[src/verilog/pcie_macros.svh]
`ifndef PCIE_MACROS_SVH
`define PCIE_MACROS_SVH

`define FLIT_WIDTH     512    // Bits per flit on the packet stream
`define FLIT_BYTES     (`FLIT_WIDTH / 8)

`define PDU_DEPTH      64     // Entries in each buffer
`define PDU_AWIDTH     6      // Width of the occupancy count

`define MAX_PKT_SIZE   8      // Largest packet in flits, sizes the room check

`define QUEUE_ID_WIDTH 8
`define EMPTY_WIDTH    6      // Unused bytes in the end flit
`define DESC_SIZE_WIDTH 16

`endif

[src/verilog/fifo_if.sv]
`timescale 1ns/100ps
`include "pcie_macros.svh"

interface fifo_if #(
    parameter type T = logic
);
    logic                   wr_en;
    T                       wr_data;
    logic [`PDU_AWIDTH-1:0] occup;       // Entries currently held
    T                       rd_data;     // Head entry, valid with rd_valid
    logic                   rd_valid;
    logic                   rd_ready;    // Pops the head when rd_valid is high

    modport writer (
        output wr_en,
        output wr_data,
        input  occup
    );

    modport buffer (
        input  wr_en,
        input  wr_data,
        input  rd_ready,
        output occup,
        output rd_data,
        output rd_valid
    );

    modport reader (
        output rd_ready,
        input  rd_data,
        input  rd_valid
    );
endinterface

[src/verilog/sync_fifo.sv]
`timescale 1ns/100ps
`include "pcie_macros.svh"

module sync_fifo #(
    parameter type T     = logic,
    parameter int  DEPTH = `PDU_DEPTH
) (
    input  logic   clk,
    input  logic   rst,
    fifo_if.buffer buf_if
);

    localparam int PW = $clog2(DEPTH);
    localparam logic [PW-1:0] LAST_PTR = PW'(DEPTH - 1);
    localparam logic [`PDU_AWIDTH-1:0] FULL_COUNT = `PDU_AWIDTH'(DEPTH - 1);

    T                       mem [DEPTH];
    logic [PW-1:0]          wr_ptr;
    logic [PW-1:0]          rd_ptr;
    logic [`PDU_AWIDTH-1:0] count;
    logic                   push;
    logic                   pop;
    logic                   full;

    assign push = buf_if.wr_en;
    assign pop  = buf_if.rd_valid && buf_if.rd_ready;
    assign full = (count == FULL_COUNT);    // One slot is kept free so count fits its width

    assign buf_if.rd_valid = (count != '0);
    assign buf_if.rd_data  = mem[rd_ptr];   // Show-ahead head entry
    assign buf_if.occup    = count;

    always_ff @(posedge clk) begin
        if (push) begin
            mem[wr_ptr] <= buf_if.wr_data;
        end
    end

    always_ff @(posedge clk) begin
        if (rst) begin
            wr_ptr <= '0;
            rd_ptr <= '0;
            count  <= '0;
        end else begin
            if (push) begin
                wr_ptr <= (wr_ptr == LAST_PTR) ? '0 : wr_ptr + 1'b1;
            end
            if (pop) begin
                rd_ptr <= (rd_ptr == LAST_PTR) ? '0 : rd_ptr + 1'b1;
            end
            case ({push, pop})
                2'b10:   count <= count + 1'b1;
                2'b01:   count <= count - 1'b1;
                default: count <= count;
            endcase
        end
    end

    // The writer's almost-full rule must keep it off a full buffer
    a_no_overflow: assert property (
        @(posedge clk) disable iff (rst)
        push |-> !full
    ) else $error("sync_fifo: write while full");

    // The reader only pops what it was shown
    a_no_underflow: assert property (
        @(posedge clk) disable iff (rst)
        buf_if.rd_ready |-> buf_if.rd_valid
    ) else $error("sync_fifo: pop while empty");

endmodule

[src/flat_wrapper.sv]
// flat-port wrapper written by rule: the top's interface ports become plain ports
module sync_fifo_flat 
#(
    parameter type T     = logic,
    parameter int  DEPTH = `PDU_DEPTH
)
  (clk, rst, buf_if_wr_en, buf_if_wr_data, buf_if_rd_ready, buf_if_occup, buf_if_rd_data, buf_if_rd_valid);
  fifo_if #(.T(T)) buf_if_i ();
  input  logic clk;
  input  logic rst;
  input wire logic [$bits(buf_if_i.wr_en)-1:0] buf_if_wr_en;
  input wire logic [$bits(buf_if_i.wr_data)-1:0] buf_if_wr_data;
  input wire logic [$bits(buf_if_i.rd_ready)-1:0] buf_if_rd_ready;
  output wire logic [$bits(buf_if_i.occup)-1:0] buf_if_occup;
  output wire logic [$bits(buf_if_i.rd_data)-1:0] buf_if_rd_data;
  output wire logic [$bits(buf_if_i.rd_valid)-1:0] buf_if_rd_valid;
  assign buf_if_i.wr_en = buf_if_wr_en;
  assign buf_if_i.wr_data = buf_if_wr_data;
  assign buf_if_i.rd_ready = buf_if_rd_ready;
  assign buf_if_occup = buf_if_i.occup;
  assign buf_if_rd_data = buf_if_i.rd_data;
  assign buf_if_rd_valid = buf_if_i.rd_valid;
  sync_fifo #(.T(T), .DEPTH(DEPTH)) u_core (.clk(clk), .rst(rst), .buf_if(buf_if_i));
endmodule
[config.mk]
export PLATFORM = sky130hd
export DESIGN_NAME = sync_fifo_flat
export DESIGN_NICKNAME = d
export VERILOG_FILES = /design/src/verilog/fifo_if.sv /design/src/verilog/sync_fifo.sv /design/src/flat_wrapper.sv
export VERILOG_INCLUDE_DIRS = /design/src /design/src/verilog
export SDC_FILE = /design/constraint.sdc
export NUM_CORES = 1
export LEC_CHECK = 0
export BUFFER_PORTS_ARGS = -buffer_cell sky130_fd_sc_hd__buf_2
export CORE_MARGIN = 4
export CORE_UTILIZATION = 40
export CTS_CLUSTER_DIAMETER = 100
export DETAILED_ROUTE_END_ITERATION = 8
export PLACE_DENSITY = 0.57
export SLEW_MARGIN = 20
export SYNTH_ARGS = -nofsm -noshare
export SYNTH_HDL_FRONTEND = slang
export SYNTH_SLANG_ARGS = --single-unit
[constraint.sdc]
create_clock -name clk -period 4.1 [get_ports clk]
set_input_delay 0.615 -clock clk [delete_from_list [all_inputs] [get_ports clk]]
set_output_delay 0.615 -clock clk [all_outputs]
set_load 0.02 [all_outputs]
# Word level (Yosys, flattened, before mapping)
# Memories as Yosys holds them, arrays and structs flattened. A register that Yosys moved wholly into a read port is not among the register bits.
# Cells that the tools add are included.
op_classes:
  eq_ne: 4
  n_mux: 7
  add_sub_neg: 4
  n_reduce_logical: 3
ops:
  columns: ["op", "count"]
  rows:
  - ["6-bit two-way mux", 4]
  - ["6-bit by 1-bit adder with 6-bit output (second input constant)", 3]
  - ["6-bit == test (second input constant)", 2]
  - ["6-bit case mux with 2 select lines", 1]
  - ["6-bit nonzero test", 1]
  - ["6-bit by 1-bit subtractor with 6-bit output (second input constant)", 1]
  - ["2-bit by 1-bit == test with 1-bit output (second input constant)", 1]
  - ["2-bit == test (second input constant)", 1]
  - ["1-bit two-way mux", 2]
  - ["2-bit nonzero test", 1]
  - ["1-bit logical AND", 1]
totals:
  register_bits: 18
  input_bits: 5
  out_inout_bits: 8
  ramBits: 64
  mem_count: 1
mem_list:
  columns: ["memory", "words", "width", "rd", "rd_ports_with_merged_regs", "write_ports", "line_no", "rtl"]
  rows:
  - ["u_core.mem", 64, 1, 1, 1, 1, "sync_fifo.sv:17", "T mem [DEPTH];"]

# Depth between registers and ports, before layout
depth:
  ltp_word: 4
  mapped_depth: 12
  mapped_depth_nobuf: 10

# Worst setup path before layout
# OpenSTA, ideal clock, no wires.
synth_path:
  path_kind: "register -> register"
  from: "register u_core.count[2] (netlist: u_core.buf_if.occup[2])"
  to: "register u_core.count[4] (netlist: u_core.buf_if.occup[4])"
  setup_time_ns: 0.070
  arrival_time_ns: 2.947
  required_time_ns: 4.030
  stages_incl_launch_ff: 13
  setup_slack_ns: 1.083
  n_path_buf: 2
  path_cell_list: "dfxtp_1 > clkbuf_1 > nor2_1 > a31oi_2 > ha_1 > clkbuf_1 > xor2_1 > ha_1 > or4_1 > o21ai_0 > a22oi_1 > or3_1 > a21oi_1"
synth_via:
  elab_chain_cells: 4
synth_lines:
  columns: ["element", "line_no", "rtl"]
  rows:
  - ["start: declaration", "sync_fifo.sv:20", "logic [`PDU_AWIDTH-1:0] count;"]
  - ["start signal: assignment", "sync_fifo.sv:52", "2'b10: count <= count + 1'b1;"]
  - ["start signal: assignment", "sync_fifo.sv:53", "2'b01: count <= count - 1'b1;"]
  - ["start signal: assignment", "sync_fifo.sv:54", "default: count <= count;"]
  - ["branches (longest 4 deep; another with 6-bit by 1-bit subtractor with 6-bit output)", null, null]
# Several ways; the timed one is not identified.
# A chain may end at the register's enable or synchronous reset.

==> summary.md <==
| Metric | Value |
|---|---|
| Placed Cells | between 400 and 500 |
| Rows | 36 |
| Min Hold Slack | 0.500 ns |
| Largest net degree at the start of global routing | 65 |
| Cell count after synthesis | about 330 |
| Yosys top cell area share | between 40% and 50% |
| Num Clock Sinks | slightly below 90 |
| Crit Path Class | flip-flop to output pin |
| Setup Fix Bufs, Post-CTS | 0 |
| Fraction of layout instances using a drive strength above 1 | between 10% and 20% |
| Vias in the first global route | about 2400 |
| Worst-path clk slew | approximately 0.08 ns |
| Reg power frac | between 50% and 60% |
| Post-Syn Nets | about 340 |
| Starting DRT DRC Count | ~190 |
| Max Clock Freq | 315 MHz |
| Non-Filler Instances | 467 |
| Max cap viols | 0 |
| Worst Path Max Fanout | 13 |
| Final Setup Violations | 0 |
| Layout Area Growth over Synthesis | 8.29% |
| PD cells | 481 nW/um^2 |
| Worst vdd rail ir drop | between 0.3 and 0.4 mV |
| Yosys warning count | 0 |
| Largest cells by area after synthesis | edfxtp_1 49%, dfxtp_1 12%, mux4_2 8.0%, nor2_1 8.0%, xor2_1 2.4% |
| Worst-Margin Slew | roughly 0.97 ns |
| DRC violations left | 0 |
| Total global routing overflow | 0 |
| Clk network pwr share | between 20 and 30% |
| RSZ-0062 raised after global routing | no |
| Static Leak | 1.35 nW |
| Worst slack, placed | around 1.1 ns |
| Slowest stage delay, CP | 0.68 ns |
| DIE HEIGHT | ~110 um |
| #FFs+latches synth | 88 |
| Commonest cells in the synthesized netlist | 84 x nor2_1, 64 x edfxtp_1, 24 x dfxtp_1 |
| Post-Syn Area | 3960 um^2 |
| Crit start category | flip-flop |
| Drt pass-1 iters | 4 |
| Count leader, synth | nor2_1 |
| Sequential share of the synthesized area | about three fifths |
| Die X | 107 um |
| Min Tclk post-route | 3.17 ns |
| Crit-path cells | mux4_1 > mux4_2 > o22ai_1 > o21ai_1 > buf_2 |
| I/O Buffers | 12 |
| Setup TNS | 0 ns |
| Slew margin rel. | between 30% and 40% |
| WP buf/inv | 1 |
| Vias per Instance | 5.18 |
| CP endpoint kind | output pin |
| Outcome | finished, final reports clean |
| Final hold viol count | 0 |
| Clock Tree Buf Depth | 2 |
| Cell variety after synth | 40 |
| Clock Tree Root | clkbuf_8 |
| WP data required | between 3 and 4 ns |
| Internal Pwr Total | 0.00146 W |
| Worst path slowest cell | dfxtp_1 |
| N_diodes | 0 |
| Global-route wire length before repair | roughly 13000 um |
| Psw | around 0.00060 W |
| Clock skew | about 0.016 ns |
| Vias post-DR | ~2400 |
| Gpl congestion | about 0.78 |
| Hpwl dp | between 5000 and 6000 um |
| Starting Density | about two fifths |
| Final setup margin | between 0.9 and 1 ns |
| Ys async rst share | 0% |
| CTS Hold Bufs | 0 |
| Antenna violations before repair | 0 |
| Clk_lat worst skew | ~0.35 ns |
| Tot GR Track Use | 14.5% |
| Antenna Nets Post-Route | 0 |
| CTS tree | yes |
| CP top delay family | multiplexers |
| Crit path DAT | 2.56 ns |
| WL final | 7710 um |
| Post-synth EDFFs | between 60 and 70 |
| Post-CTS sizing | 0 |
| Synth area leader | edfxtp_1 |
| Fin crit share | between 70 and 80% |
| Core outline area | just under 10000 um^2 |
| Layout Nets | approximately 340 |
| Sw Ratio | roughly 29% |
| Combinational share of power | a little over 20% |
| Ys flop type | edfxtp_1 |
| Die area | between 10000 and 15000 um^2 |
| Worst min path class | flip-flop to flip-flop |
| TritonCTS Buffers | 9 |
| Slew Limit Fails | 0 |
| I/O Pins | 13 |
| Avg WL per Cell | 16.5 um |
| H-tree Lvls | 3 |
| Mean Syn Cell Area | about 12 um^2 |
per-layer routing:
layer	routed length (um)	track usage (%)	vias up
li1	-	-	1179
met2	3560	22.6	49
met4	203	5.68	0
met5	0	0	-
met1	3650	19.4	1176
met3	300	3.84	16
power by group through the flow:
| stage | clock network [W] | logic [W] | registers, W |
|---|---|---|---|
| 2_1_floorplan | 0 | 0.000330 | 0.00107 |
| 3_3_place_gp | 0 | 0.000416 | 0.00108 |
| 3_5_place_dp | 0 | 0.000424 | 0.00109 |
| 4_1_cts | 0.000585 | 0.000426 | 0.00107 |
| 5_1_grt | 0.000631 | 0.000472 | 0.00108 |
| 6_report | 0.000574 | 0.000418 | 0.00107 |
cell usage in the layout, fill, tap and decap left out, drive strengths merged, types with 2 or more instances in the layout:
master,n
a21oi,10
a22oi,2
buf,13
clkbuf,12
clkinv,2
dfxtp,24
edfxtp,64
ha,5
inv,2
mux2i,4
mux4,17
nand2,18
nand2b,2
nand3,14
nand3b,4
nand4,5
nor2,85
nor2b,5
nor3,3
o21ai,8
o21bai,2
o31ai,2
or3,3
or3b,2
or4,2
xor2,11
worst reg2reg max path, delay by kind of cell (launching register included):
family                   cells  cell delay (ns)
AND/OR/NAND/NOR              3             0.84
adder cells (fa/ha/maj)      2             0.68
AO/OA/AOI/OAI                4             0.74
XOR/XNOR                     1             0.12
flip-flops                   1             0.54
path summary, 6_finish.rpt:
kind | from | cells past startpoint | endpoint | slack [ns]
min reg2reg | u_core.buf_if.occup[5] | 2 | u_core.buf_if.occup[5] | 0.50
min | u_core.buf_if.occup[5] | 2 | u_core.buf_if.occup[5] | 0.50
max | flip-flop | 5 | buf_if_rd_data | 0.93
max reg2reg | u_core.buf_if.occup[2] | 10 | u_core.buf_if.occup[4] | 1.12
kinds of logic after synthesis:
logic type      after synthesis  share of synthesized area [%]
compound gates               30                           4.74
buf+inv                      23                           2.44
simple gates                147                           16.9
fa+ha+maj                     5                           1.58
flops                        88                           60.7
mux                          21                           11.0
xor+xnor                     12                           2.66
per-stage QoR:
step / power [W] / area (um^2) / utilization (%)
final: 0.00206 / 4280 / 44.2
after global routing: 0.00218 / 4280 / 44.2
after CTS: 0.00208 / 4280 / 44.2
after detailed placement: 0.00151 / 4100 / 42.4
after global placement: 0.00150 / 4100 / 42.4
after floorplan: 0.00140 / 3960 / -
sequential cells by signal, indices dropped and copies added (netlist names), named ones only:
register / cells
u_core.rd_ptr: 6
u_core.mem: 64
u_core.buf_if.occup: 6
u_core.wr_ptr: 6
layout make-up:
class                   count  area, um^2
well taps                 133         166
multi-input cells         215        1460
flip-flops and latches     88        2400
clock inverters             4        47.5
inverters                   2        7.51
repair buffers             13        67.6
fillers                   920        5400
clock buffers              12         135
No activity file was read; power rests on OpenSTA's default activity.
