### src/verilog/pcie_macros.svh
`ifndef PCIE_MACROS_SVH
`define PCIE_MACROS_SVH

`define FLIT_WIDTH     512    // Bits per flit on the packet stream
`define FLIT_BYTES     (`FLIT_WIDTH / 8)

`define PDU_DEPTH      64     // Entries in each buffer
`define PDU_AWIDTH     6      // Width of the occupancy count

`define MAX_PKT_SIZE   8      // Largest packet in flits, sizes the room check

`define QUEUE_ID_WIDTH 8
`define EMPTY_WIDTH    6      // Unused bytes in the end flit
`define DESC_SIZE_WIDTH 16

`endif

### src/verilog/pcie_pkg.sv
`include "pcie_macros.svh"

package pcie_pkg;

    // One flit as it sits in the packet buffer
    typedef struct packed {
        logic [`FLIT_WIDTH-1:0] data;    // Already byte-reversed
        logic                   sop;
        logic                   eop;
    } flit_lite_t;

    // One entry of the descriptor buffer, one per packet
    typedef struct packed {
        logic [`QUEUE_ID_WIDTH-1:0]  queue_id;
        logic [`DESC_SIZE_WIDTH-1:0] size;        // Packet length in flits
    } pkt_desc_t;

    // Per-packet metadata from the classifier side
    typedef struct packed {
        logic [`QUEUE_ID_WIDTH-1:0] queue_id;
    } metadata_t;

endpackage

### src/verilog/fifo_if.sv
`timescale 1ns/100ps
`include "pcie_macros.svh"

interface fifo_if #(
    parameter type T = logic
);
    logic                   wr_en;
    T                       wr_data;
    logic [`PDU_AWIDTH-1:0] occup;       // Entries currently held
    T                       rd_data;     // Head entry, valid with rd_valid
    logic                   rd_valid;
    logic                   rd_ready;    // Pops the head when rd_valid is high

    modport writer (
        output wr_en,
        output wr_data,
        input  occup
    );

    modport buffer (
        input  wr_en,
        input  wr_data,
        input  rd_ready,
        output occup,
        output rd_data,
        output rd_valid
    );

    modport reader (
        output rd_ready,
        input  rd_data,
        input  rd_valid
    );
endinterface

### src/verilog/pdu_gen.sv
`timescale 1ns/100ps
`include "pcie_macros.svh"

module pdu_gen
    import pcie_pkg::*;
(
    input  logic                    clk,
    input  logic                    rst,
    input  logic [`FLIT_WIDTH-1:0]  in_data,
    input  logic                    in_sop,
    input  logic                    in_eop,
    input  logic [`EMPTY_WIDTH-1:0] in_empty,
    input  logic                    in_valid,
    output logic                    in_ready,
    input  logic                    in_meta_valid,
    input  metadata_t               in_meta_data,
    output logic                    in_meta_ready,
    fifo_if.writer                  pkt_wr,
    fifo_if.writer                  desc_wr
);

    typedef enum logic {
        IDLE,
        WRITE
    } state_t;

    // Room for a largest packet plus the two flits still in the pipeline
    localparam logic [`PDU_AWIDTH-1:0] PKT_LIMIT =
        `PDU_AWIDTH'(`PDU_DEPTH - 2 - `MAX_PKT_SIZE);
    localparam logic [`PDU_AWIDTH-1:0] DESC_LIMIT = `PDU_AWIDTH'(`PDU_DEPTH - 3);

    state_t                       state;
    logic                         accept;
    logic                         almost_full;
    logic [`DESC_SIZE_WIDTH-1:0]  flit_cnt;
    logic                         wren_r;
    logic                         sop_r;
    logic                         eop_r;
    logic [`FLIT_WIDTH-1:0]       data_r;
    logic [`FLIT_WIDTH-1:0]       data_swap;
    pkt_desc_t                    desc_r;

    assign in_ready    = (state == WRITE);
    assign accept      = in_valid && in_ready;
    assign almost_full = (pkt_wr.occup >= PKT_LIMIT) || (desc_wr.occup >= DESC_LIMIT);

    // Byte 0 of the flit ends up in the top byte
    always_comb begin
        for (int i = 0; i < `FLIT_BYTES; i++) begin
            data_swap[8*i +: 8] = data_r[`FLIT_WIDTH - 8*(i+1) +: 8];
        end
    end

    always_ff @(posedge clk) begin
        if (rst) begin
            state         <= IDLE;
            flit_cnt      <= '0;
            wren_r        <= 1'b0;
            in_meta_ready <= 1'b0;
        end else begin
            wren_r        <= accept;
            in_meta_ready <= accept && in_eop;    // Releases the metadata of this packet
            case (state)
                IDLE: begin
                    flit_cnt <= '0;
                    // The metadata being released this cycle belongs to the last packet
                    if (in_meta_valid && !in_meta_ready && !almost_full) begin
                        state <= WRITE;
                    end
                end
                WRITE: begin
                    if (accept) begin
                        flit_cnt <= flit_cnt + 1'b1;
                        if (in_eop) begin
                            state <= IDLE;
                        end
                    end
                end
                default: state <= IDLE;
            endcase
        end
    end

    always_ff @(posedge clk) begin
        if (accept) begin
            data_r <= in_data;
            sop_r  <= in_sop;
            eop_r  <= in_eop;
        end
        if (accept && in_eop) begin
            desc_r.queue_id <= in_meta_data.queue_id;
            desc_r.size     <= flit_cnt + 1'b1;    // Count includes the end flit
        end
    end

    always_ff @(posedge clk) begin
        if (rst) begin
            pkt_wr.wr_en  <= 1'b0;
            desc_wr.wr_en <= 1'b0;
        end else begin
            pkt_wr.wr_en  <= wren_r;
            desc_wr.wr_en <= in_meta_ready;    // Lands with the end flit
        end
    end

    always_ff @(posedge clk) begin
        pkt_wr.wr_data  <= flit_lite_t'{data: data_swap, sop: sop_r, eop: eop_r};
        desc_wr.wr_data <= desc_r;
    end

    a_sop_first: assert property (
        @(posedge clk) disable iff (rst)
        accept |-> (in_sop == (flit_cnt == '0))
    ) else $error("pdu_gen: sop not on the first flit of a packet");

    a_empty_on_eop: assert property (
        @(posedge clk) disable iff (rst)
        (accept && !in_eop) |-> (in_empty == '0)
    ) else $error("pdu_gen: nonzero empty on a middle flit");

endmodule

### src/flat_wrapper.sv
// flat-port wrapper written by rule: the top's interface ports become plain ports
module pdu_gen_flat import pcie_pkg::*;
  (clk, rst, in_data, in_sop, in_eop, in_empty, in_valid, in_ready, in_meta_valid, in_meta_data, in_meta_ready, pkt_wr_wr_en, pkt_wr_wr_data, pkt_wr_occup, desc_wr_wr_en, desc_wr_wr_data, desc_wr_occup);
  fifo_if pkt_wr_i ();
  fifo_if desc_wr_i ();
  input  logic clk;
  input  logic rst;
  input  logic [`FLIT_WIDTH-1:0] in_data;
  input  logic in_sop;
  input  logic in_eop;
  input  logic [`EMPTY_WIDTH-1:0] in_empty;
  input  logic in_valid;
  output logic in_ready;
  input  logic in_meta_valid;
  input  metadata_t in_meta_data;
  output logic in_meta_ready;
  output wire logic [$bits(pkt_wr_i.wr_en)-1:0] pkt_wr_wr_en;
  output wire logic [$bits(pkt_wr_i.wr_data)-1:0] pkt_wr_wr_data;
  input wire logic [$bits(pkt_wr_i.occup)-1:0] pkt_wr_occup;
  output wire logic [$bits(desc_wr_i.wr_en)-1:0] desc_wr_wr_en;
  output wire logic [$bits(desc_wr_i.wr_data)-1:0] desc_wr_wr_data;
  input wire logic [$bits(desc_wr_i.occup)-1:0] desc_wr_occup;
  assign pkt_wr_wr_en = pkt_wr_i.wr_en;
  assign pkt_wr_wr_data = pkt_wr_i.wr_data;
  assign pkt_wr_i.occup = pkt_wr_occup;
  assign desc_wr_wr_en = desc_wr_i.wr_en;
  assign desc_wr_wr_data = desc_wr_i.wr_data;
  assign desc_wr_i.occup = desc_wr_occup;
  pdu_gen u_core (.clk(clk), .rst(rst), .in_data(in_data), .in_sop(in_sop), .in_eop(in_eop), .in_empty(in_empty), .in_valid(in_valid), .in_ready(in_ready), .in_meta_valid(in_meta_valid), .in_meta_data(in_meta_data), .in_meta_ready(in_meta_ready), .pkt_wr(pkt_wr_i), .desc_wr(desc_wr_i));
endmodule
### config.mk
export PLATFORM = sky130hd
export DESIGN_NAME = pdu_gen_flat
export DESIGN_NICKNAME = d
export VERILOG_FILES = /design/src/verilog/pcie_pkg.sv /design/src/verilog/fifo_if.sv /design/src/verilog/pdu_gen.sv /design/src/flat_wrapper.sv
export VERILOG_INCLUDE_DIRS = /design/src /design/src/verilog
export SDC_FILE = /design/constraint.sdc
export NUM_CORES = 1
export LEC_CHECK = 0
export BUFFER_PORTS_ARGS = -buffer_cell sky130_fd_sc_hd__buf_4
export CORE_AREA = 2 2 213 215
export DETAILED_ROUTE_END_ITERATION = 6
export DIE_AREA = 0 0 215 217
export HOLD_SLACK_MARGIN = 0.08
export PLACE_DENSITY = 0.34
export SYNTH_ARGS = -nofsm -noshare
export SYNTH_HDL_FRONTEND = slang
export SYNTH_SLANG_ARGS = --single-unit
### constraint.sdc
create_clock -name clk -period 1.1 [get_ports clk]
set_input_delay 0.11 -clock clk [delete_from_list [all_inputs] [get_ports clk]]
set_output_delay 0.11 -clock clk [all_outputs]
set_load 0.02 [all_outputs]
# Word level (Yosys, flattened, before mapping)
# Index checks and enable logic that the tools add are counted.
[classes]
reduce_logical = 7
n_lt_le_gt_ge = 2
add_sub_neg = 1
bitwise = 1
n_eq_ne = 1
mux = 6
[ops]
columns = ["operator", "count"]
rows = [
  ["$pmux W16 S2", 1],
  ["$add A16 B1 Y16 const B", 1],
  ["$mux W16", 1],
  ["$ge A6 B6 Y1 const B", 2],
  ["$logic_and A1 B1 Y1", 4],
  ["$mux W1", 3],
  ["$logic_not A1 Y1", 2],
  ["$ne A2 B2 Y1 const B", 1],
  ["$pmux W1 S2", 1],
  ["$logic_or A1 B1 Y1", 1],
  ["$not A1 Y1", 1],
]
[totals]
reg_bits = 25
output_inout_bits = 6

# Logic depth before layout (Yosys ltp)
# Gate-level depths: netlist (run 1).
[logic_depth]
depth_word = 6
depth_mapped = 3

# Least setup slack after synthesis (run 1)
# OpenSTA, ideal clock, no wires.
[synth_path]
kind = "register to register"
startpoint = "reg u_core.state (netlist: u_core.in_ready)"
endpoint = "reg u_core.desc_r[0] (netlist name) (enable)"
setup_ns = 0.297
path_buffers = 0
arrival_ns = 0.655
slack_ns = 0.148
stages_incl_launch_ff = 2
period_less_slack_ns = 0.952
path_cell_list = "dfxtp_1 > and3_1"
[synth_between]
elab_chain_len = 2
[synth_rtl]
columns = ["item", "line", "rtl"]
rows = [
  ["start, declared", "pdu_gen.sv:32", "state_t state;"],
  ["start signal, assigned", "pdu_gen.sv:56", "state <= IDLE;"],
  ["start signal, assigned", "pdu_gen.sv:68", "state <= WRITE;"],
  ["start signal, assigned", "pdu_gen.sv:75", "state <= IDLE;"],
  ["$logic_and A1 B1 Y1", "pdu_gen.sv:44", "assign accept = in_valid && in_ready;"],
  ["$logic_and A1 B1 Y1", "pdu_gen.sv:90", "if (accept && in_eop) begin"],
  ["end, declared", "pdu_gen.sv:41", "pkt_desc_t desc_r;"],
]
# No other way between the ends.
# A chain may end at the register's enable or synchronous reset.

# Worst setup path in the final report (run 1)
[layout_path]
startpoint = "in in_eop"
endpoint = "reg u_core.state (netlist: u_core.in_ready)"
[layout_between]
elab_chain_len = 3
[layout_rtl]
columns = ["item", "line", "rtl"]
rows = [
  ["start, declared", "flat_wrapper.sv:10", "input logic in_eop;"],
  ["$mux W1", "pdu_gen.sv:74", "if (in_eop) begin"],
  ["$mux W1", "pdu_gen.sv:72", "if (accept) begin"],
  ["$pmux W1 S2", "pdu_gen.sv:63", "case (state)"],
  ["end signal, assigned", "pdu_gen.sv:68", ""],
  ["end signal, assigned", "pdu_gen.sv:75", ""],
  ["end signal, assigned", "pdu_gen.sv:79", "default: state <= IDLE;"],
]
# No other way between the ends.

==> impl_results.md, run 1 <==
* Hold Crit Depth at 2
* Average size of a mapped cell at roughly 12 µm²
* Synth cell types at 15
* Antenna violations before repair at 0
* Nets at 600
* H-tree levels at 1
* Initial core utilization at 0.728%
* Max frequency at about 950 MHz
* Synth Cell Area at 325 µm²
* Synthesized instance count at 28
* Critical path class: primary input to flip-flop
* Placed cell count at 650
* Post-Layout Cell Count at around 660
* R2r setup slk at between 0.15 and 0.2 ns
* RSZ-0062 raised after global routing: no
* Commonest non-fill, non-tap cell in the layout: buf_4
* Worst setup SP type: primary input
* Slew margin rel. at 83.2%
* Critical-path top delay cell: dlygate4sd3_1
* Maxcap violations at 0
* Worst Path Required at 1.25 ns
* Fill cells at 5,407
* FF+latch area at approximately 220 µm²
* Crit. End Element: flip-flop
* WL final at around 1.7 mm
* Clock period minus worst slack at approximately 1.1 ns
* Commonest cells after routing, fill and taps aside: 22 x buf_4, 7 x dfxtp_1, 3 x inv_1, 3 x clkbuf_16
* CP Max Fanout at 3
* Die Y-Extent at between 200 and 250 µm
* Congestion Overflow GR at 0
* Period utilization at 95.7%
* Worst VDD drop at between 0.0003 and 0.0004 V
* Share of cells above drive strength 1 at a little over half
* Crit path buf inv count at 2
* Routed Antenna Nets at 0
* Final max-slew violation count at 0
* IO Port Bufs at 21
* CP Data Arrival Time at between 1 and 1.5 ns
* Clk_lat worst skew at between 0.2 and 0.25 ns
* Worst-path cell chain: dlygate4sd3_1, buf_4, and3_1, a211oi_1
* Number of global-route vias before repair at between 300 and 400
* Die width at between 200 and 250 µm
* # IOs at 550
* Hold crit path type: primary input to flip-flop
* Syn_nets at between 500 and 600
* Worst setup margin at 0.0476 ns
* Max stage delay on crit path at roughly 0.55 ns
* Levels on crit path at 4
* Status: complete, no violations
* Rows at about 80
* Final setup violation count at 0
* Sink Count at 10
* Worst Skew at approximately 0.0034 ns
* Routed len/inst at 2.53 µm
* Multi-input logic area at ~100 µm²
* DP Wirelength at 1.53 mm
* Ant diodes at 0
* Initial DRC count at 4
* Routed vias at 299
* Top cell type's share of synthesized area at roughly half
* Worst Max-Slew Pin Slew at approximately 0.25 ns
* Overall Global Routing Usage at less than 1%
* Final Hold Vio Count at 0
* CORE AREA at approximately 0.045 mm²
* Sequential-to-total area share from yosys stat at between 60% and 70%
* Drt drc at 0
* Die area at about 0.047 mm²
* FF+latch count, synth at 10
* Critical path's top delay family: buffers and inverters
* CTS tree: done
* Placement Setup Slack at -0.0300 ns
* First-pass GRT wire length at 2.23 mm
* Cell Pwr Density at roughly 900 mW/mm²
* Largest net degree at the start of global routing at 7
* Synth area leaders: dfxtp_1 49%, edfxtp_1 18%, nor2b_1 3.8%
* Leak at between 0.2 and 0.3 nW
* TritonRoute pass-1 iters at 2
* Layout overhead on the synthesized area at 314%
* Synth area leader: dfxtp_1
* Clock Path Buffers at 2
* R2r worst-path depth at 3
* Routability congestion estimate at 0.548
* Clock root buffer: clkbuf_16
* Vias per inst at about 0.46
* Total CTS buffers at 3
* Yosys warning count at 0
* CTS clk-pin slew, worst paths at 0.04 ns
-- registers in the layout (all words and copies together) (netlist names) --
register	cells
u_core.in_ready	1
u_core.desc_r	1
u_core.in_meta_ready	1
u_core.pkt_wr.wr_en	1
u_core.flit_cnt	1
u_core.desc_wr.wr_data	1
u_core.eop_r	1
u_core.pkt_wr.wr_data	1
u_core.desc_wr.wr_en	1
u_core.wren_r	1
-- metal layers --
metal | global-route usage (%) | routed length [µm] | vias to the layer above
met2 | 1.08 | 701 | 17
met5 | 0 | 0 | -
li1 | - | - | 147
met4 | 0.345 | 24 | 0
met3 | 0.853 | 258 | 2
met1 | 0.779 | 672 | 133
-- what timing repair did --
action / 4_1_cts / 5_1_grt
hold buffers: 1 / 0
endpoints found under the setup margin: 2 / 0
gates resized for setup: 2 / 0
setup buffers: 0 / 0
endpoints found under the hold margin: 1 / 0
-- cells in the mapped netlist --
cell type and instances:
and2_1 1, o221ai_1 1, nor2b_1 2, and3_1 1
inv_1 3, nor2_1 2, edfxtp_1 2, a21oi_2 1
nand2_1 2, nand4_1 1, nor2b_2 1, xnor2_1 1
a211oi_1 1, nor3_1 1, dfxtp_1 8
-- report_power, final --
part	switching [mW]	total [mW]	leakage, nW	internal [mW]
logic	0.0443	0.103	0.158	0.0592
clock network	0.166	0.712	0.0442	0.546
registers	0.00716	0.395	0.0832	0.388
total	0.217	1.21	0.285	0.994
-- kinds of logic (layout without fill, tap and decap cells) --
group           after synthesis  in the layout  synth area share [%]
flops                        10             10                  67.7
compound gates                3              3                  7.69
xor+xnor                      1              1                  2.69
simple gates                 11             11                  18.5
buf+inv                       3             30                  3.46
-- metrics by stage --
| step | setup TNS [ns] | total power, mW | hold slack, ns | area (µm²) | utilization (%) |
|---|---|---|---|---|---|
| after floorplan | 0 | 0.429 | 0.182 | 325 | - |
| after global placement | -0.0216 | 0.506 | 0.316 | 1240 | 2.78 |
| after detailed placement | -0.0300 | 0.505 | 0.317 | 1240 | 2.78 |
| after CTS | 0 | 1.23 | 0.0815 | 1350 | 3.01 |
| after global routing | 0 | 1.26 | 0.0884 | 1350 | 3.01 |
| final | 0 | 1.21 | 0.0782 | 1350 | 3.01 |
-- cell type report --
| cell class | count | share of cell area [%] |
|---|---|---|
| Sequential cell | 10 | 16.4 |
| Timing Repair Buffer | 23 | 13.0 |
| Multi-Input combinational cell | 15 | 7.43 |
| Clock buffer | 4 | 6.59 |
| Tap cell | 600 | 55.7 |
| Inverter | 3 | 0.836 |
-- worst paths after layout --
check | from | end
max | in_eop | u_core.in_ready$_SDFF_PP0_
min | rst | u_core.desc_wr.wr_en$_SDFF_PP0_
max reg2reg | u_core.in_meta_ready$_SDFF_PP0_ | u_core.in_ready$_SDFF_PP0_
min reg2reg | u_core.eop_r$_DFFE_PP_ | u_core.pkt_wr.wr_data$_DFF_P_
Power figures use the tool's default switching activity.
==> run 2: changes to the inputs <==
--- a/config.mk
+++ b/config.mk
@@ -12,6 +12,7 @@
 export DIE_AREA = 0 0 215 217
 export HOLD_SLACK_MARGIN = 0.08
 export PLACE_DENSITY = 0.34
+export RECOVER_POWER = 50
 export SYNTH_ARGS = -nofsm -noshare
 export SYNTH_HDL_FRONTEND = slang
 export SYNTH_SLANG_ARGS = --single-unit
==> run 2 against run 1 <==
Against the previous run:
- cell count did not move
- sequential cell count unchanged
- maximum frequency is the same
- die area stayed put
- utilization about the same
- critical path depth is the same
- first-iteration DRC count stayed put
- worst setup slack did not move
- combinational power hardly changed
- clock skew unchanged
- cell area down 0.28%
- sequential power about the same
- critical endpoint unchanged
- largest cell class unchanged
==> impl_results.md, run 2 (synthesis gave the netlist of run 1 again) <==
* Layout overhead on the synthesized area at 313%
* First-pass GRT wire length at 2.23 mm
* CTS tree: done
* RSZ-0062 raised after global routing: no
* Maxcap violations at 0
* Routed len/inst at ~2.5 µm
* Combinational power share at 8.5%
* Post-layout util at ~3%
* Clk_lat worst skew at roughly 0.23 ns
* Die area at about 0.047 mm²
* Antenna violations before repair at 0
* Worst Hold Endpoint: u_core.desc_wr.wr_en$_SDFF_PP0_
* Fill cells at 5,408
* Total CTS buffers at 3
* TritonRoute pass-1 iters at 2
* IO Port Bufs at 21
* CTS clk-pin slew, worst paths at roughly 0.04 ns
* WL final at about 1.7 mm
* Critical path class: primary input to flip-flop
* Hold path start: rst
* Critical-path top delay cell: dlygate4sd3_1
* Final setup violation count at 0
* Routed Antenna Nets at 0
* Net Sw Frac at about 18%
* Worst R2R Start: u_core.in_meta_ready$_SDFF_PP0_
* Worst setup SP type: primary input
* Max stage delay on crit path at between 0.5 and 0.6 ns
* Net Switching at 0.217 mW
* Crit. End Element: flip-flop
* Clock period minus worst slack at about 1.1 ns
* Routability congestion estimate at ~0.55
* R2r endpoint: u_core.in_ready$_SDFF_PP0_
* Initial DRC count at 4
* Worst-path cell chain: dlygate4sd3_1, buf_4, and3_1, a211oi_1
* DP Wirelength at 1.53 mm
* Final Power at 1.21 mW
* Clock Power Share at 58.8%
* Ant diodes at 0
* Commonest cells after routing, fill and taps aside: 21 x buf_4, 7 x dfxtp_1, 3 x inv_1, 3 x clkbuf_16
* Sequential power share at between 30% and 40%
* Period utilization at ~96%
* Final max-slew violation count at 0
* Max frequency at 950 MHz
* Share of cells above drive strength 1 at between 50% and 60%
* Hold crit path type: primary input to flip-flop
* Sink Count at 10
* R2r worst-path depth at 3
* Congestion Overflow GR at 0
* Drt drc at 0
* Worst Path Required at roughly 1.3 ns
* Largest net degree at the start of global routing at 7
* Worst Max-Slew Pin Slew at around 0.31 ns
* Number of global-route vias before repair at around 340
* Worst Skew at between 0.003 and 0.004 ns
* Hold Crit Depth at 2
* Overall Global Routing Usage at less than 1%
* Die Y-Extent at 217 µm
* Initial core utilization at 0.728%
* R2r setup slk at approximately 0.19 ns
* Clock root buffer: clkbuf_16
* Final Hold Vio Count at 0
* Internal Pwr Total at between 0.9 and 1 mW
* Vias per inst at between 0.4 and 0.5
* Slew margin rel. at between 70% and 80%
* CORE AREA at ~0.045 mm²
* Clock Path Buffers at 2
* Routed vias at about 300
* Status: complete, no violations
* Commonest non-fill, non-tap cell in the layout: buf_4
* Rows at 78
* H-tree levels at 1
* CP Max Fanout at 3
* Cell Pwr Density at roughly 900 mW/mm²
* Leak at between 0.2 and 0.3 nW
* # IOs at 550
* Die width at about 220 µm
* Nets at 600
* CP Data Arrival Time at between 1 and 1.5 ns
* Worst VDD drop at between 0.0003 and 0.0004 V
-- run 2: cell types whose count changed in the layout (fill, tap and decap cells not counted), sizes merged --
cell	before	now
clkbuf	4	5
buf	22	21
-- run 2: what timing repair did --
action                                 in CTS  in global routing
endpoints found under the hold margin       1                  0
gates resized for setup                     2                  0
setup endpoints to repair                   2                  0
buffers inserted                            0                  0
hold buffers                                1                  0
-- run 2: worst max-delay path, delay by kind of cell --
family,cells,cell delay [ns]
buffers and inverters,2,0.70
AO/OA/AOI/OAI,1,0.20
AND/OR/NAND/NOR,1,0.19
-- run 2: power by group through the flow --
stage	clock network [mW]	logic (mW)	registers, mW
final	0.712	0.103	0.395
after global routing	0.746	0.118	0.397
after CTS	0.728	0.111	0.396
after detailed placement	0	0.104	0.402
after global placement	0	0.104	0.402
after floorplan	0	0.0207	0.409
-- run 2: per-layer routing --
metal  vias up  track usage, %  wire [µm]
li1        147               -          -
met1       133           0.779        674
met2        17            1.08        701
met3         2           0.853        258
met4         0           0.345         24
met5         -               0          0
-- run 2: area by class of cell --
| cell class | instances | area (µm²) | area share [%] |
|---|---|---|---|
| Sequential cell | 10 | 221 | 16.5 |
| Timing Repair Buffer | 23 | 171 | 12.8 |
| Inverter | 3 | 11.3 | 0.838 |
| Clock buffer | 4 | 88.8 | 6.61 |
| Multi-Input combinational cell | 15 | 100 | 7.45 |
| Tap cell | 600 | 751 | 55.9 |
-- run 2: worst max-delay path by stage --
stage,startpoint,end,slack [ns],depth (start not counted)
floorplan,u_core.in_ready$_SDFF_PP0_,u_core.desc_r[0]$_DFFE_PP_,0.15,1
global placement,u_core.in_meta_ready$_SDFF_PP0_,u_core.in_ready$_SDFF_PP0_,-0.02,3
finish,in_eop,u_core.in_ready$_SDFF_PP0_,0.05,4
detailed placement,u_core.in_meta_ready$_SDFF_PP0_,u_core.in_ready$_SDFF_PP0_,-0.03,3
global route,in_eop,u_core.in_ready$_SDFF_PP0_,0.004,4
CTS,in_eop,u_core.in_ready$_SDFF_PP0_,0.02,4
-- run 2: stage by stage --
stage / cell area [µm²] / hold slack [ns] / setup slack (ns) / setup TNS, ns / cells
floorplan: 325 / 0.182 / 0.148 / 0 / 28
global placement: 1240 / 0.316 / -0.0216 / -0.0216 / 650
detailed placement: 1240 / 0.317 / -0.0300 / -0.0300 / 650
CTS: 1350 / 0.0815 / 0.0159 / 0 / 655
global route: 1340 / 0.0884 / 0.00436 / 0 / 655
finish: 1340 / 0.0782 / 0.0476 / 0 / 655
