<file path="src/verilog/pcie_macros.svh">
`ifndef PCIE_MACROS_SVH
`define PCIE_MACROS_SVH

`define FLIT_WIDTH     512    // Bits per flit on the packet stream
`define FLIT_BYTES     (`FLIT_WIDTH / 8)

`define PDU_DEPTH      64     // Entries in each buffer
`define PDU_AWIDTH     6      // Width of the occupancy count

`define MAX_PKT_SIZE   8      // Largest packet in flits, sizes the room check

`define QUEUE_ID_WIDTH 8
`define EMPTY_WIDTH    6      // Unused bytes in the end flit
`define DESC_SIZE_WIDTH 16

`endif

</file>
<file path="src/verilog/pcie_pkg.sv">
`include "pcie_macros.svh"

package pcie_pkg;

    // One flit as it sits in the packet buffer
    typedef struct packed {
        logic [`FLIT_WIDTH-1:0] data;    // Already byte-reversed
        logic                   sop;
        logic                   eop;
    } flit_lite_t;

    // One entry of the descriptor buffer, one per packet
    typedef struct packed {
        logic [`QUEUE_ID_WIDTH-1:0]  queue_id;
        logic [`DESC_SIZE_WIDTH-1:0] size;        // Packet length in flits
    } pkt_desc_t;

    // Per-packet metadata from the classifier side
    typedef struct packed {
        logic [`QUEUE_ID_WIDTH-1:0] queue_id;
    } metadata_t;

endpackage

</file>
<file path="src/verilog/fifo_if.sv">
`timescale 1ns/100ps
`include "pcie_macros.svh"

interface fifo_if #(
    parameter type T = logic
);
    logic                   wr_en;
    T                       wr_data;
    logic [`PDU_AWIDTH-1:0] occup;       // Entries currently held
    T                       rd_data;     // Head entry, valid with rd_valid
    logic                   rd_valid;
    logic                   rd_ready;    // Pops the head when rd_valid is high

    modport writer (
        output wr_en,
        output wr_data,
        input  occup
    );

    modport buffer (
        input  wr_en,
        input  wr_data,
        input  rd_ready,
        output occup,
        output rd_data,
        output rd_valid
    );

    modport reader (
        output rd_ready,
        input  rd_data,
        input  rd_valid
    );
endinterface

</file>
<file path="src/verilog/pcie_tx.sv">
`timescale 1ns/100ps
`include "pcie_macros.svh"

module pcie_tx
    import pcie_pkg::*;
(
    input  logic                       clk,
    input  logic                       rst,
    fifo_if.reader                     desc_rd,
    fifo_if.reader                     pkt_rd,
    output logic [`FLIT_WIDTH-1:0]     tx_data,
    output logic                       tx_sop,
    output logic                       tx_eop,
    output logic                       tx_valid,
    output logic [`QUEUE_ID_WIDTH-1:0] tx_queue_id,
    input  logic                       tx_ready
);

    pkt_desc_t                   cur_desc;
    pkt_desc_t                   desc_head;
    flit_lite_t                  flit_head;
    logic                        active;       // A descriptor is loaded
    logic [`DESC_SIZE_WIDTH-1:0] remaining;    // Flits left in the current packet
    logic                        last_flit;
    logic                        xfer;

    assign desc_head = desc_rd.rd_data;
    assign flit_head = pkt_rd.rd_data;

    assign last_flit = (remaining == `DESC_SIZE_WIDTH'(1));
    assign tx_valid  = active && pkt_rd.rd_valid;
    assign xfer      = tx_valid && tx_ready;

    assign tx_data     = flit_head.data;
    assign tx_sop      = flit_head.sop;
    assign tx_eop      = flit_head.eop;
    assign tx_queue_id = cur_desc.queue_id;

    assign pkt_rd.rd_ready  = xfer;
    assign desc_rd.rd_ready = xfer && last_flit;    // Descriptor leaves with its last flit

    always_ff @(posedge clk) begin
        if (rst) begin
            active    <= 1'b0;
            remaining <= '0;
        end else if (!active) begin
            if (desc_rd.rd_valid) begin
                active    <= 1'b1;
                remaining <= desc_head.size;
            end
        end else if (xfer) begin
            remaining <= remaining - 1'b1;
            if (last_flit) begin
                active <= 1'b0;
            end
        end
    end

    always_ff @(posedge clk) begin
        if (!active && desc_rd.rd_valid) begin
            cur_desc <= desc_head;
        end
    end

    // Flit buffer and descriptor buffer must agree on where packets end
    a_eop_matches_size: assert property (
        @(posedge clk) disable iff (rst)
        tx_valid |-> (flit_head.eop == last_flit)
    ) else $error("pcie_tx: buffered eop disagrees with descriptor size");

endmodule

</file>
<file path="src/flat_wrapper.sv">
// flat-port wrapper written by rule: the top's interface ports become plain ports
module pcie_tx_flat import pcie_pkg::*;
  (clk, rst, tx_data, tx_sop, tx_eop, tx_valid, tx_queue_id, tx_ready, desc_rd_rd_ready, desc_rd_rd_data, desc_rd_rd_valid, pkt_rd_rd_ready, pkt_rd_rd_data, pkt_rd_rd_valid);
  fifo_if desc_rd_i ();
  fifo_if pkt_rd_i ();
  input  logic clk;
  input  logic rst;
  output logic [`FLIT_WIDTH-1:0] tx_data;
  output logic tx_sop;
  output logic tx_eop;
  output logic tx_valid;
  output logic [`QUEUE_ID_WIDTH-1:0] tx_queue_id;
  input  logic tx_ready;
  output wire logic [$bits(desc_rd_i.rd_ready)-1:0] desc_rd_rd_ready;
  input wire logic [$bits(desc_rd_i.rd_data)-1:0] desc_rd_rd_data;
  input wire logic [$bits(desc_rd_i.rd_valid)-1:0] desc_rd_rd_valid;
  output wire logic [$bits(pkt_rd_i.rd_ready)-1:0] pkt_rd_rd_ready;
  input wire logic [$bits(pkt_rd_i.rd_data)-1:0] pkt_rd_rd_data;
  input wire logic [$bits(pkt_rd_i.rd_valid)-1:0] pkt_rd_rd_valid;
  assign desc_rd_rd_ready = desc_rd_i.rd_ready;
  assign desc_rd_i.rd_data = desc_rd_rd_data;
  assign desc_rd_i.rd_valid = desc_rd_rd_valid;
  assign pkt_rd_rd_ready = pkt_rd_i.rd_ready;
  assign pkt_rd_i.rd_data = pkt_rd_rd_data;
  assign pkt_rd_i.rd_valid = pkt_rd_rd_valid;
  pcie_tx u_core (.clk(clk), .rst(rst), .desc_rd(desc_rd_i), .pkt_rd(pkt_rd_i), .tx_data(tx_data), .tx_sop(tx_sop), .tx_eop(tx_eop), .tx_valid(tx_valid), .tx_queue_id(tx_queue_id), .tx_ready(tx_ready));
endmodule
</file>
<file path="config.mk">
export PLATFORM = sky130hd
export DESIGN_NAME = pcie_tx_flat
export DESIGN_NICKNAME = d
export VERILOG_FILES = /design/src/verilog/pcie_pkg.sv /design/src/verilog/fifo_if.sv /design/src/verilog/pcie_tx.sv /design/src/flat_wrapper.sv
export VERILOG_INCLUDE_DIRS = /design/src /design/src/verilog
export SDC_FILE = /design/constraint.sdc
export NUM_CORES = 1
export LEC_CHECK = 0
export BUFFER_PORTS_ARGS = -buffer_cell sky130_fd_sc_hd__buf_2
export CORE_AREA = 2 2 208 210
export CTS_CLUSTER_DIAMETER = 120
export DETAILED_ROUTE_END_ITERATION = 8
export DIE_AREA = 0 0 210 212
export GPL_TIMING_DRIVEN = 0
export PLACE_DENSITY = 0.44
export SYNTH_ARGS = -nofsm -noshare
export SYNTH_HDL_FRONTEND = slang
export SYNTH_SLANG_ARGS = --single-unit
export TNS_END_PERCENT = 10
</file>
<file path="constraint.sdc">
create_clock -name clk -period 4.83 [get_ports clk]
set_input_delay 0.483 -clock clk [delete_from_list [all_inputs] [get_ports clk]]
set_output_delay 0.483 -clock clk [all_outputs]
set_load 0.01 [all_outputs]
</file>
After elaboration in Yosys (flattened, before gate mapping):

Cells that the tools add are included.

* bits in registers: 17
* output and inout bits: 525
* logic and storage cells: 17

* muxes and demuxes: 7
* reduce and logical (&&, ||, !) cells: 5
* eq/ne operators: 2
* $add $sub $neg: 1

Operators with widths (count)
* 16-bit 2-to-1 mux: 3
* 16-bit by 1-bit equality test with 1-bit output (second input constant): 1
* 16-bit by 1-bit subtractor with 16-bit output (second input constant): 1
* 1-bit 2-to-1 mux: 4
* 1-bit logical AND: 3
* 2-bit != test (second input constant): 1
* 2-bit AND reduction: 1
* 2-bit nonzero test: 1

Depth between registers and ports, before layout:

Gate-level depths: netlist of run 1.

* depth after elaboration: 4
* mapped depth: 5

Worst setup path after synthesis of run 1:

No wires, ideal clock.

* kind: register -> output
* start point: register u_core.remaining[2]
* end point: output port desc_rd_rd_ready
* required time: 4347 ps
* stages on the path, launching flop included: 4
* arrival: 1352 ps
* path slack: 2995 ps
* cells stage by stage: dfxtp_1 -> nor4_4 -> nand4_1 -> nor4_1

* word-level cells in the longest chain between the ends: 2

Ends and longest elaborated chain
* from (decl): RTL line pcie_tx.sv:23 `` logic [`DESC_SIZE_WIDTH-1:0] remaining; ``
* from (signal assigned): RTL line pcie_tx.sv:49 `remaining <= desc_head.size;`
* from (signal assigned): RTL line pcie_tx.sv:52 `remaining <= remaining - 1'b1;`
* 16-bit by 1-bit equality test with 1-bit output: RTL line pcie_tx.sv:30 `` assign last_flit = (remaining == `DESC_SIZE_WIDTH'(1)); ``
* 1-bit logical AND: RTL line pcie_tx.sv:40 `assign desc_rd.rd_ready = xfer && last_flit;`
* to (decl): RTL line flat_wrapper.sv:14 `output wire logic [$bits(desc_rd_i.rd_ready)-1:0] desc_rd_rd_ready;`

No other way between the ends.

Final worst setup path of run 1:

Ends and elaborated chain as after synthesis.

==> metrics.cfg, run 1 <==
[run_status]
status=finished clean

[power]
intPower_uw=574.4
ir_drop_mv=0.1136
switching_share=0.3922
p_leak_nw=4.923
p_seq_frac=0.180
combPwrFrac=0.644
switchingPower_uw=370.7
powerDensity_nw_per_um2=125.5
clockPowerShare=0.176

[routing]
dr.pass1.iters=4
drc=0
wl_um=8535
drt-initial-drc-count=58
wl_per_cell_um=5.021
ant_nets=0
via_per_inst=2.043
vias=3473

[worst_setup_path]
cp-end-kind=output port
critPathKind=reg2out
cp.arrival_ns=1.88
cp.required_ns=4.35
path_max_fanout=6
worst_setup_path_start_kind=flip-flop

[layout]
fin_nets=1164
n_fill_cell=4822
synthToLayoutAreaGrowth_pct=57.89
n_antenna_cell=0
final_cells=1700
drive_gt1_frac=0.4671

[cts]
clockRootBuffer=clkbuf_16
path_clk_slew_ns=0.05
post_cts_resize_count=0
cts_buffers=3
cts.path.max_buffers=2
clk_latency_ns=0.25
clock-sinks=17
cts_tree=done
post_cts_buffers=0
cts_hold_buf=0
htree_num_levels=1

[die]
die_area_um2=44520
pin_count=532
std_cell_rows=76
fp.dieW_um=210
coreArea_um2=42510
start_util=0.1122
die_h_um=212

[place]
place_hpwl_um=8406
port_buffers=9
dp_cells=1696
place.gp.congestion=0.6841

[worst_hold_path]
hold_class=in2reg

[logic_synthesis]
synth_top_area_cell=buf_4
synth_area_um2=4768
synth.avg_cell_area_um2=7.678
synth.most_common_cell=buf_4
synthTopCellsByArea=buf_4, dfxtp_1, nor2_1
synthCells=621
ys_seq_elements=17
ys_seq_area_frac=0.07137
ys_warn_count=0
synth-edff-count=0
synth.top_cell.area_share=0.8218
async_flop_share=0
yosys-top-cells-count=buf_4, dfxtp_1, nor2_1, a21oi_1
ys.flop_type=dfxtp_1
ys_types=30

[sta]
setup-tns-final_ns=0
hold_violations=0
period_needed_ns=2.359
rsz0062_at_grt=no
setup_viol=0
fmax_mhz=423.9
fin_worst_skew_ns=0.001430
timing.final.crit_share=0.4884
timing.final.max_slew_violations=0

[global_routing]
grt_pass1_vias=2394
grt_max_degree=11
overflow=0
grt_antenna_before_repair=1
grt_pass1_wl_um=11140
grt_usage=0.02915

[flow_run]
cap_violations=0

-- sequential cells by signal, summed over array words and instances, names as in the netlist --
name	cells
u_core.remaining	16
u_core.active	1
-- worst max-delay path: stages (launching register included) --
cell	delay (ns)
dfxtp_1	0.38
nor4_4	0.46
nand4_1	0.21
nor4_1	0.35
buf_2	0.23
-- kinds of logic after synthesis --
group                    after synthesis  share of synthesized area
AO/OA/AOI/OAI                         25                    0.03569
XOR/XNOR                               6                    0.01102
flip-flops                            17                    0.07137
other                                  1                  0.0007864
AND/OR/NAND/NOR                       40                    0.04776
buffers and inverters                530                     0.8281
adder cells (fa/ha/maj)                2                   0.005247
-- area by class of cell --
class / count / area, um^2 / area share
clock inverters: 1 / 5.005 / 0.0006648
multi-input cells: 594 / 2431 / 0.3229
well taps: 546 / 683.2 / 0.09074
plain buffers: 524 / 3926 / 0.5215
flip-flops and latches: 17 / 340.3 / 0.04521
repair buffers: 9 / 45.04 / 0.005983
inverters: 6 / 22.52 / 0.002992
clock buffers: 3 / 75.07 / 0.009972
-- power by group through the flow --
stage	logic [mW]	registers [mW]	clock network (mW)
after floorplan	0.559	0.169	0
final	0.609	0.170	0.166
after detailed placement	0.578	0.173	0
after CTS	0.579	0.170	0.167
after global routing	0.669	0.173	0.173
after global placement	0.577	0.172	0
-- final timing paths --
| path | startpoint | to | slack, ns | cells after the start |
|---|---|---|---|---|
| setup / recovery | u_core.remaining[2]$_SDFFE_PP0P_ | desc_rd_rd_ready | 2.47 | 4 |
| hold reg to reg | u_core.remaining[14]$_SDFFE_PP0P_ | u_core.remaining[14]$_SDFFE_PP0P_ | 0.49 | 2 |
| setup reg to reg | u_core.remaining[2]$_SDFFE_PP0P_ | u_core.remaining[14]$_SDFFE_PP0P_ | 3.05 | 4 |
| hold / removal | rst | u_core.remaining[0]$_SDFFE_PP0P_ | 0.46 | 2 |
-- stage by stage --
stage / area (um^2) / utilization / setup slack (ns) / hold slack (ns) / power [mW]
after floorplan: 6720 / - / 2.995 / 0.4542 / 0.7282
after global placement: 7448 / 0.1752 / 2.718 / 0.4700 / 0.7494
after detailed placement: 7448 / 0.1752 / 2.714 / 0.4783 / 0.7511
after CTS: 7528 / 0.1771 / 2.442 / 0.4729 / 0.9163
after global routing: 7528 / 0.1771 / 2.249 / 0.4801 / 1.015
final: 7528 / 0.1771 / 2.471 / 0.4559 / 0.9451
-- per-layer routing --
layer / track usage / vias to the layer above / routed length [um]
met5: 0 / - / 0
met4: 0.002935 / 0 / 34
met3: 0.009306 / 6 / 1309
met2: 0.06484 / 269 / 4862
met1: 0.02521 / 1242 / 2329
li1: - / 1956 / -
-- placed cells by master (no fill, tap or decap), drive strengths merged, types with 2 or more instances in the layout --
master / count
buf: 531
conb: 521
dfxtp: 17
nor2: 13
a21oi: 7
or4: 6
inv: 5
xor2: 5
o31ai: 5
o211ai: 5
clkbuf: 5
nor4: 4
o21ai: 4
nor3: 3
nand2: 3
or3: 3
nand3: 2
nand4: 2
nand2b: 2
a31oi: 2
ha: 2
clkinv: 2
o2111ai: 2
Power figures use the tool's default switching activity.
==> run 2, diff against run 1 <==
ABC_AREA = 1   (was default)
CORE_AREA = 2 2 206 208   (was 2 2 208 210)
DIE_AREA = 0 0 208 210   (was 0 0 210 212)
PLACE_DENSITY = 0.46   (was 0.44)
clock period = 1.95 ns   (was 4.83 ns; I/O delays follow)
==> metrics.cfg, run 2 <==
[global_routing]
overflow=0
grt_pass1_vias=2693
grt_antenna_before_repair=0
grt_pass1_wl_um=13240
grt_max_degree=11
grt_usage=0.03573

[die]
fp.dieW_um=208
pin_count=532
start_util=0.1185
coreArea_um2=41480
die_h_um=210
std_cell_rows=75
die_area_um2=43680

[sta]
holdWs_ns=0.1541
period_needed_ns=1.644
fin_worst_skew_ns=0.002973
rsz0062_at_grt=no
setup-tns-final_ns=0
timing.final.crit_share=0.8432
timing.final.max_slew_violations=0
hold_violations=0
setup_ws_ns=0.3057
setup_viol=0
fmax_mhz=608.2

[routing]
via_per_inst=2.059
wl_met3_um=1311
top_layer=met4
wl_um=9356
drc=0
drt-initial-drc-count=55
ant_nets=0
dr.pass1.iters=4
wl_per_cell_um=5.352
dr_wl_met2_um=5497
vias=3600
wl_met1_um=2476

[layout]
fin_nets=1219
final_cell_mix=buf_4, conb_1, nor2_1, nand2_1, inv_1
final_common_cell=buf_4
largest_registers=u_core.remaining: 16 flops, u_core.active: 1 flops
final_util=0.1848
final_cells=1748
largest_reg_flops=16
final_area_um2=7665
largest-register=u_core.remaining
n_fill_cell=4707
synthToLayoutAreaGrowth_pct=55.96
drive_gt1_frac=0.4516
n_antenna_cell=0

[place]
place.gp.congestion=0.7179
placedInstanceArea_um2=7586
port_buffers=9
place_hpwl_um=9155
dp_cells=1744
place_ws_ns=0.5576

[worst_setup_path]
r2r_slack_ns=0.59
critPathKind=reg2out
worst_setup_path_start_kind=flip-flop
rr_startpoint=u_core.remaining[0]$_SDFFE_PP0P_
cp.arrival_ns=1.45
cp-endpoint=desc_rd_rd_ready
cp.required_ns=1.75
path_max_fanout=4
ff2ff_path_depth=7
cp-end-kind=output port
r2r_end=u_core.remaining[6]$_SDFFE_PP0P_
crit_start=u_core.remaining[6]$_SDFFE_PP0P_

[flow_run]
cap_violations=0

[cts]
clk_latency_ns=0.25
clockRootBuffer=clkbuf_16
clock-sinks=17
cts.path.max_buffers=2
post_cts_buffers=0
htree_num_levels=1
cts_hold_buf=0
post_cts_resize_count=0
cts_buffers=3
cts_tree=done
path_clk_slew_ns=0.05

[logic_synthesis]
async_flop_share=0
ys_seq_area_frac=0.06925
synth.avg_cell_area_um2=7.270
synth_top_area_cell=buf_4
ys_seq_elements=17
ys_warn_count=0
ys_types=26
synth_area_um2=4915
ys.flop_type=dfxtp_1
synth.most_common_cell=buf_4
yosys-top-cells-count=buf_4, nor2_1, nand2_1, inv_1, dfxtp_1
synthTopCellsByArea=buf_4, dfxtp_1, nor2_1
synthCells=676
synth.top_cell.area_share=0.7974
synth-edff-count=0

[power]
finalPower_mw=2.409
p_leak_nw=5.136
ir_drop_mv=0.2640
powerDensity_nw_per_um2=314.3

[worst_hold_path]
hold_class=in2reg

[run_status]
status=finished clean

-- run 2: worst min path at each step --
stage / end / depth (start not counted) / slack (ns) / startpoint
after floorplan: u_core.active$_SDFF_PP0_ / 1 / 0.26 / rst
final: u_core.active$_SDFF_PP0_ / 2 / 0.15 / rst
after CTS: u_core.remaining[1]$_SDFFE_PP0P_ / 2 / 0.15 / rst
after global placement: u_core.remaining[1]$_SDFFE_PP0P_ / 2 / 0.42 / rst
after detailed placement: u_core.remaining[1]$_SDFFE_PP0P_ / 2 / 0.42 / rst
after global routing: u_core.remaining[1]$_SDFFE_PP0P_ / 2 / 0.16 / rst
-- run 2: routing by layer --
metal / vias to the layer above / global-route usage
met2: 252 / 0.07905
met5: - / 0
met3: 6 / 0.01058
met4: 0 / 0.007337
li1: 2072 / -
met1: 1270 / 0.03017
-- run 2: cells by family (layout without fill, tap and decap cells) --
family / count (synthesis) / count (layout) / share of synthesized area
simple gates: 89 / 89 / 0.08376
buf+inv: 550 / 563 / 0.8213
other cells: 1 / 521 / 0.0007630
compound gates: 17 / 17 / 0.01986
flops: 17 / 17 / 0.06925
fa+ha+maj: 2 / 2 / 0.005091
-- run 2: final cells by class --
cell class / count / area [um^2] / share of cell area
plain buffers: 523 / 3933 / 0.5131
repair buffers: 9 / 45.04 / 0.005877
inverters: 27 / 103.9 / 0.01355
multi-input cells: 629 / 2490 / 0.3248
well taps: 539 / 674.4 / 0.08799
clock buffers: 4 / 78.83 / 0.01028
flip-flops and latches: 17 / 340.3 / 0.04440
-- run 2: report_power, final --
| group | internal (mW) | switching (mW) |
|---|---|---|
| Sequential | 0.379 | 0.0232 |
| Clock | 0.278 | 0.140 |
| Combinational | 0.777 | 0.812 |
-- run 2: critical path: stages, from the launching register on --
cell and delay, ns:
dfxtp_1 0.32, nor2_1 0.26, nand2_1 0.18, nor2_1 0.13, nand3_1 0.11, inv_1 0.07, buf_2 0.12
==> run 3, diff against run 2 <==
ABC_AREA = 0   (was 1)
CORE_AREA = 2 2 208 210   (was 2 2 206 208)
DIE_AREA = 0 0 210 212   (was 0 0 208 210)
PLACE_DENSITY = 0.44   (was 0.46)
clock period = 1.6 ns   (was 1.95 ns; I/O delays follow)
==> metrics.cfg, run 3 (synthesis results as in run 1) <==
[sta]
setup_viol=5
setup_ws_ns=-0.1048
timing.final.crit_share=1.065
timing.final.max_slew_violations=0
period_needed_ns=1.705
hold_violations=0
fmax_mhz=586.6
fin_worst_skew_ns=0.001643
rsz0062_at_grt=yes

[die]
die_h_um=212
die_area_um2=44520
fp.dieW_um=210
start_util=0.1122
pin_count=532
coreArea_um2=42510
std_cell_rows=76

[worst_hold_path]
min_to=u_core.remaining[0]$_SDFFE_PP0P_
hold_depth=2
hold_class=in2reg
min_from=rst

[worst_setup_path]
worst_setup_path_start_kind=flip-flop
ff2ff_path_depth=5
worst_path_max_delay_cell=dfxtp_2
cp_common_cell=nor4_4
cp-end-kind=output port
path_max_fanout=3
r2r_slack_ns=-0.10
critPathKind=reg2out
cp.arrival_ns=1.54
rr_startpoint=u_core.remaining[5]$_SDFFE_PP0P_
cp.required_ns=1.44
r2r_end=u_core.remaining[14]$_SDFFE_PP0P_
worstPathCellList=nor4_4 -> nand4_1 -> nor4_4 -> buf_4
max_stage_delay_ns=0.33

[routing]
drc=0
ant_nets=0
wl_um=8646
wl_per_cell_um=5.083
via_per_inst=2.050
dr.pass1.iters=4
drt-initial-drc-count=65
vias=3487

[global_routing]
grt_pass1_vias=2409
grt_usage=0.02934
overflow=0
grt_max_degree=11
grt_antenna_before_repair=1
grt_pass1_wl_um=11210

[layout]
final_cells=1701
final_cell_mix=buf_4, conb_1, nor2_1, dfxtp_1, buf_2
largest_reg_flops=16
synthToLayoutAreaGrowth_pct=59.28
final_util=0.1787
largest-register=u_core.remaining
final_common_cell=buf_4
n_antenna_cell=0
drive_gt1_frac=0.4779
n_fill_cell=4827
largest_registers=u_core.remaining: 16 flops, u_core.active: 1 flops
fin_nets=1165

[place]
place_ws_ns=-0.1929
place.gp.congestion=0.6841
port_buffers=9
dp_cells=1696
place_hpwl_um=8406

[power]
finalPower_mw=2.896
ir_drop_mv=0.3526
p_leak_nw=4.941
powerDensity_nw_per_um2=381.3

[cts]
cts.path.max_buffers=2
cts_tree=done
clock-sinks=17
htree_num_levels=1
clockRootBuffer=clkbuf_16
path_clk_slew_ns=0.05
cts_buffers=3
clk_latency_ns=0.24
cts_hold_buf=0

[run_status]
failed_checks=setup timing
status=finished, violations left

[flow_run]
cap_violations=0

==> run 3: power breakdown <==
part / leakage, nW / switching, mW / internal [mW]
combinational: 4.76 / 0.924 / 0.955
sequential: 0.140 / 0.0541 / 0.468
clock: 0.0409 / 0.161 / 0.334
==> run 3: timing repair <==
action	4_1_cts	5_1_grt
buffers inserted	1	0
gates resized for setup	12	6
pin swaps	4	0
endpoints found under the setup margin	10	7
==> run 3: worst max path at each step <==
| stage | startpoint | end | slack, ns |
|---|---|---|---|
| after detailed placement | u_core.remaining[2]$_SDFFE_PP0P_ | desc_rd_rd_ready | -0.19 |
| final | u_core.remaining[5]$_SDFFE_PP0P_ | desc_rd_rd_ready | -0.10 |
| after floorplan | u_core.remaining[2]$_SDFFE_PP0P_ | u_core.active$_SDFF_PP0_ | 0.01 |
| after global routing | u_core.remaining[3]$_SDFFE_PP0P_ | desc_rd_rd_ready | -0.19 |
| after global placement | u_core.remaining[2]$_SDFFE_PP0P_ | desc_rd_rd_ready | -0.19 |
| after CTS | u_core.remaining[5]$_SDFFE_PP0P_ | desc_rd_rd_ready | -0.14 |
==> run 3: final cells by class <==
cell class	count	area [um^2]	area share
clock buffers	3	75.07	0.009885
repair buffers	10	55.05	0.007249
inverters	6	25.02	0.003295
flip-flops and latches	17	345.3	0.04547
well taps	546	683.2	0.08995
plain buffers	524	3930	0.5175
clock inverters	1	5.005	0.0006590
multi-input cells	594	2476	0.3260
==> run 3: metal layers <==
layer	part of all wire	GRT usage	up-vias	routed length (um)
li1	-	-	1963	-
met1	0.28	0.02539	1253	2378
met2	0.57	0.06553	267	4955
met3	0.15	0.009010	4	1284
met4	0.0031	0.002935	0	27
met5	0	0	-	0
==> run 3: through the flow <==
step	TNS, ns	cell area, um^2	hold slack, ns
after global routing	-0.8130	7595	0.1571
final	-0.3373	7595	0.1346
after global placement	-0.9060	7448	0.4000
after CTS	-0.3966	7574	0.1499
after detailed placement	-1.089	7448	0.3994
after floorplan	0	6720	0.2294
==> run 3: critical path: cells and delay by family (launching register included) <==
family,cells,cell delay (ns)
buf+inv,1,0.19
flops,1,0.33
simple gates,3,0.77
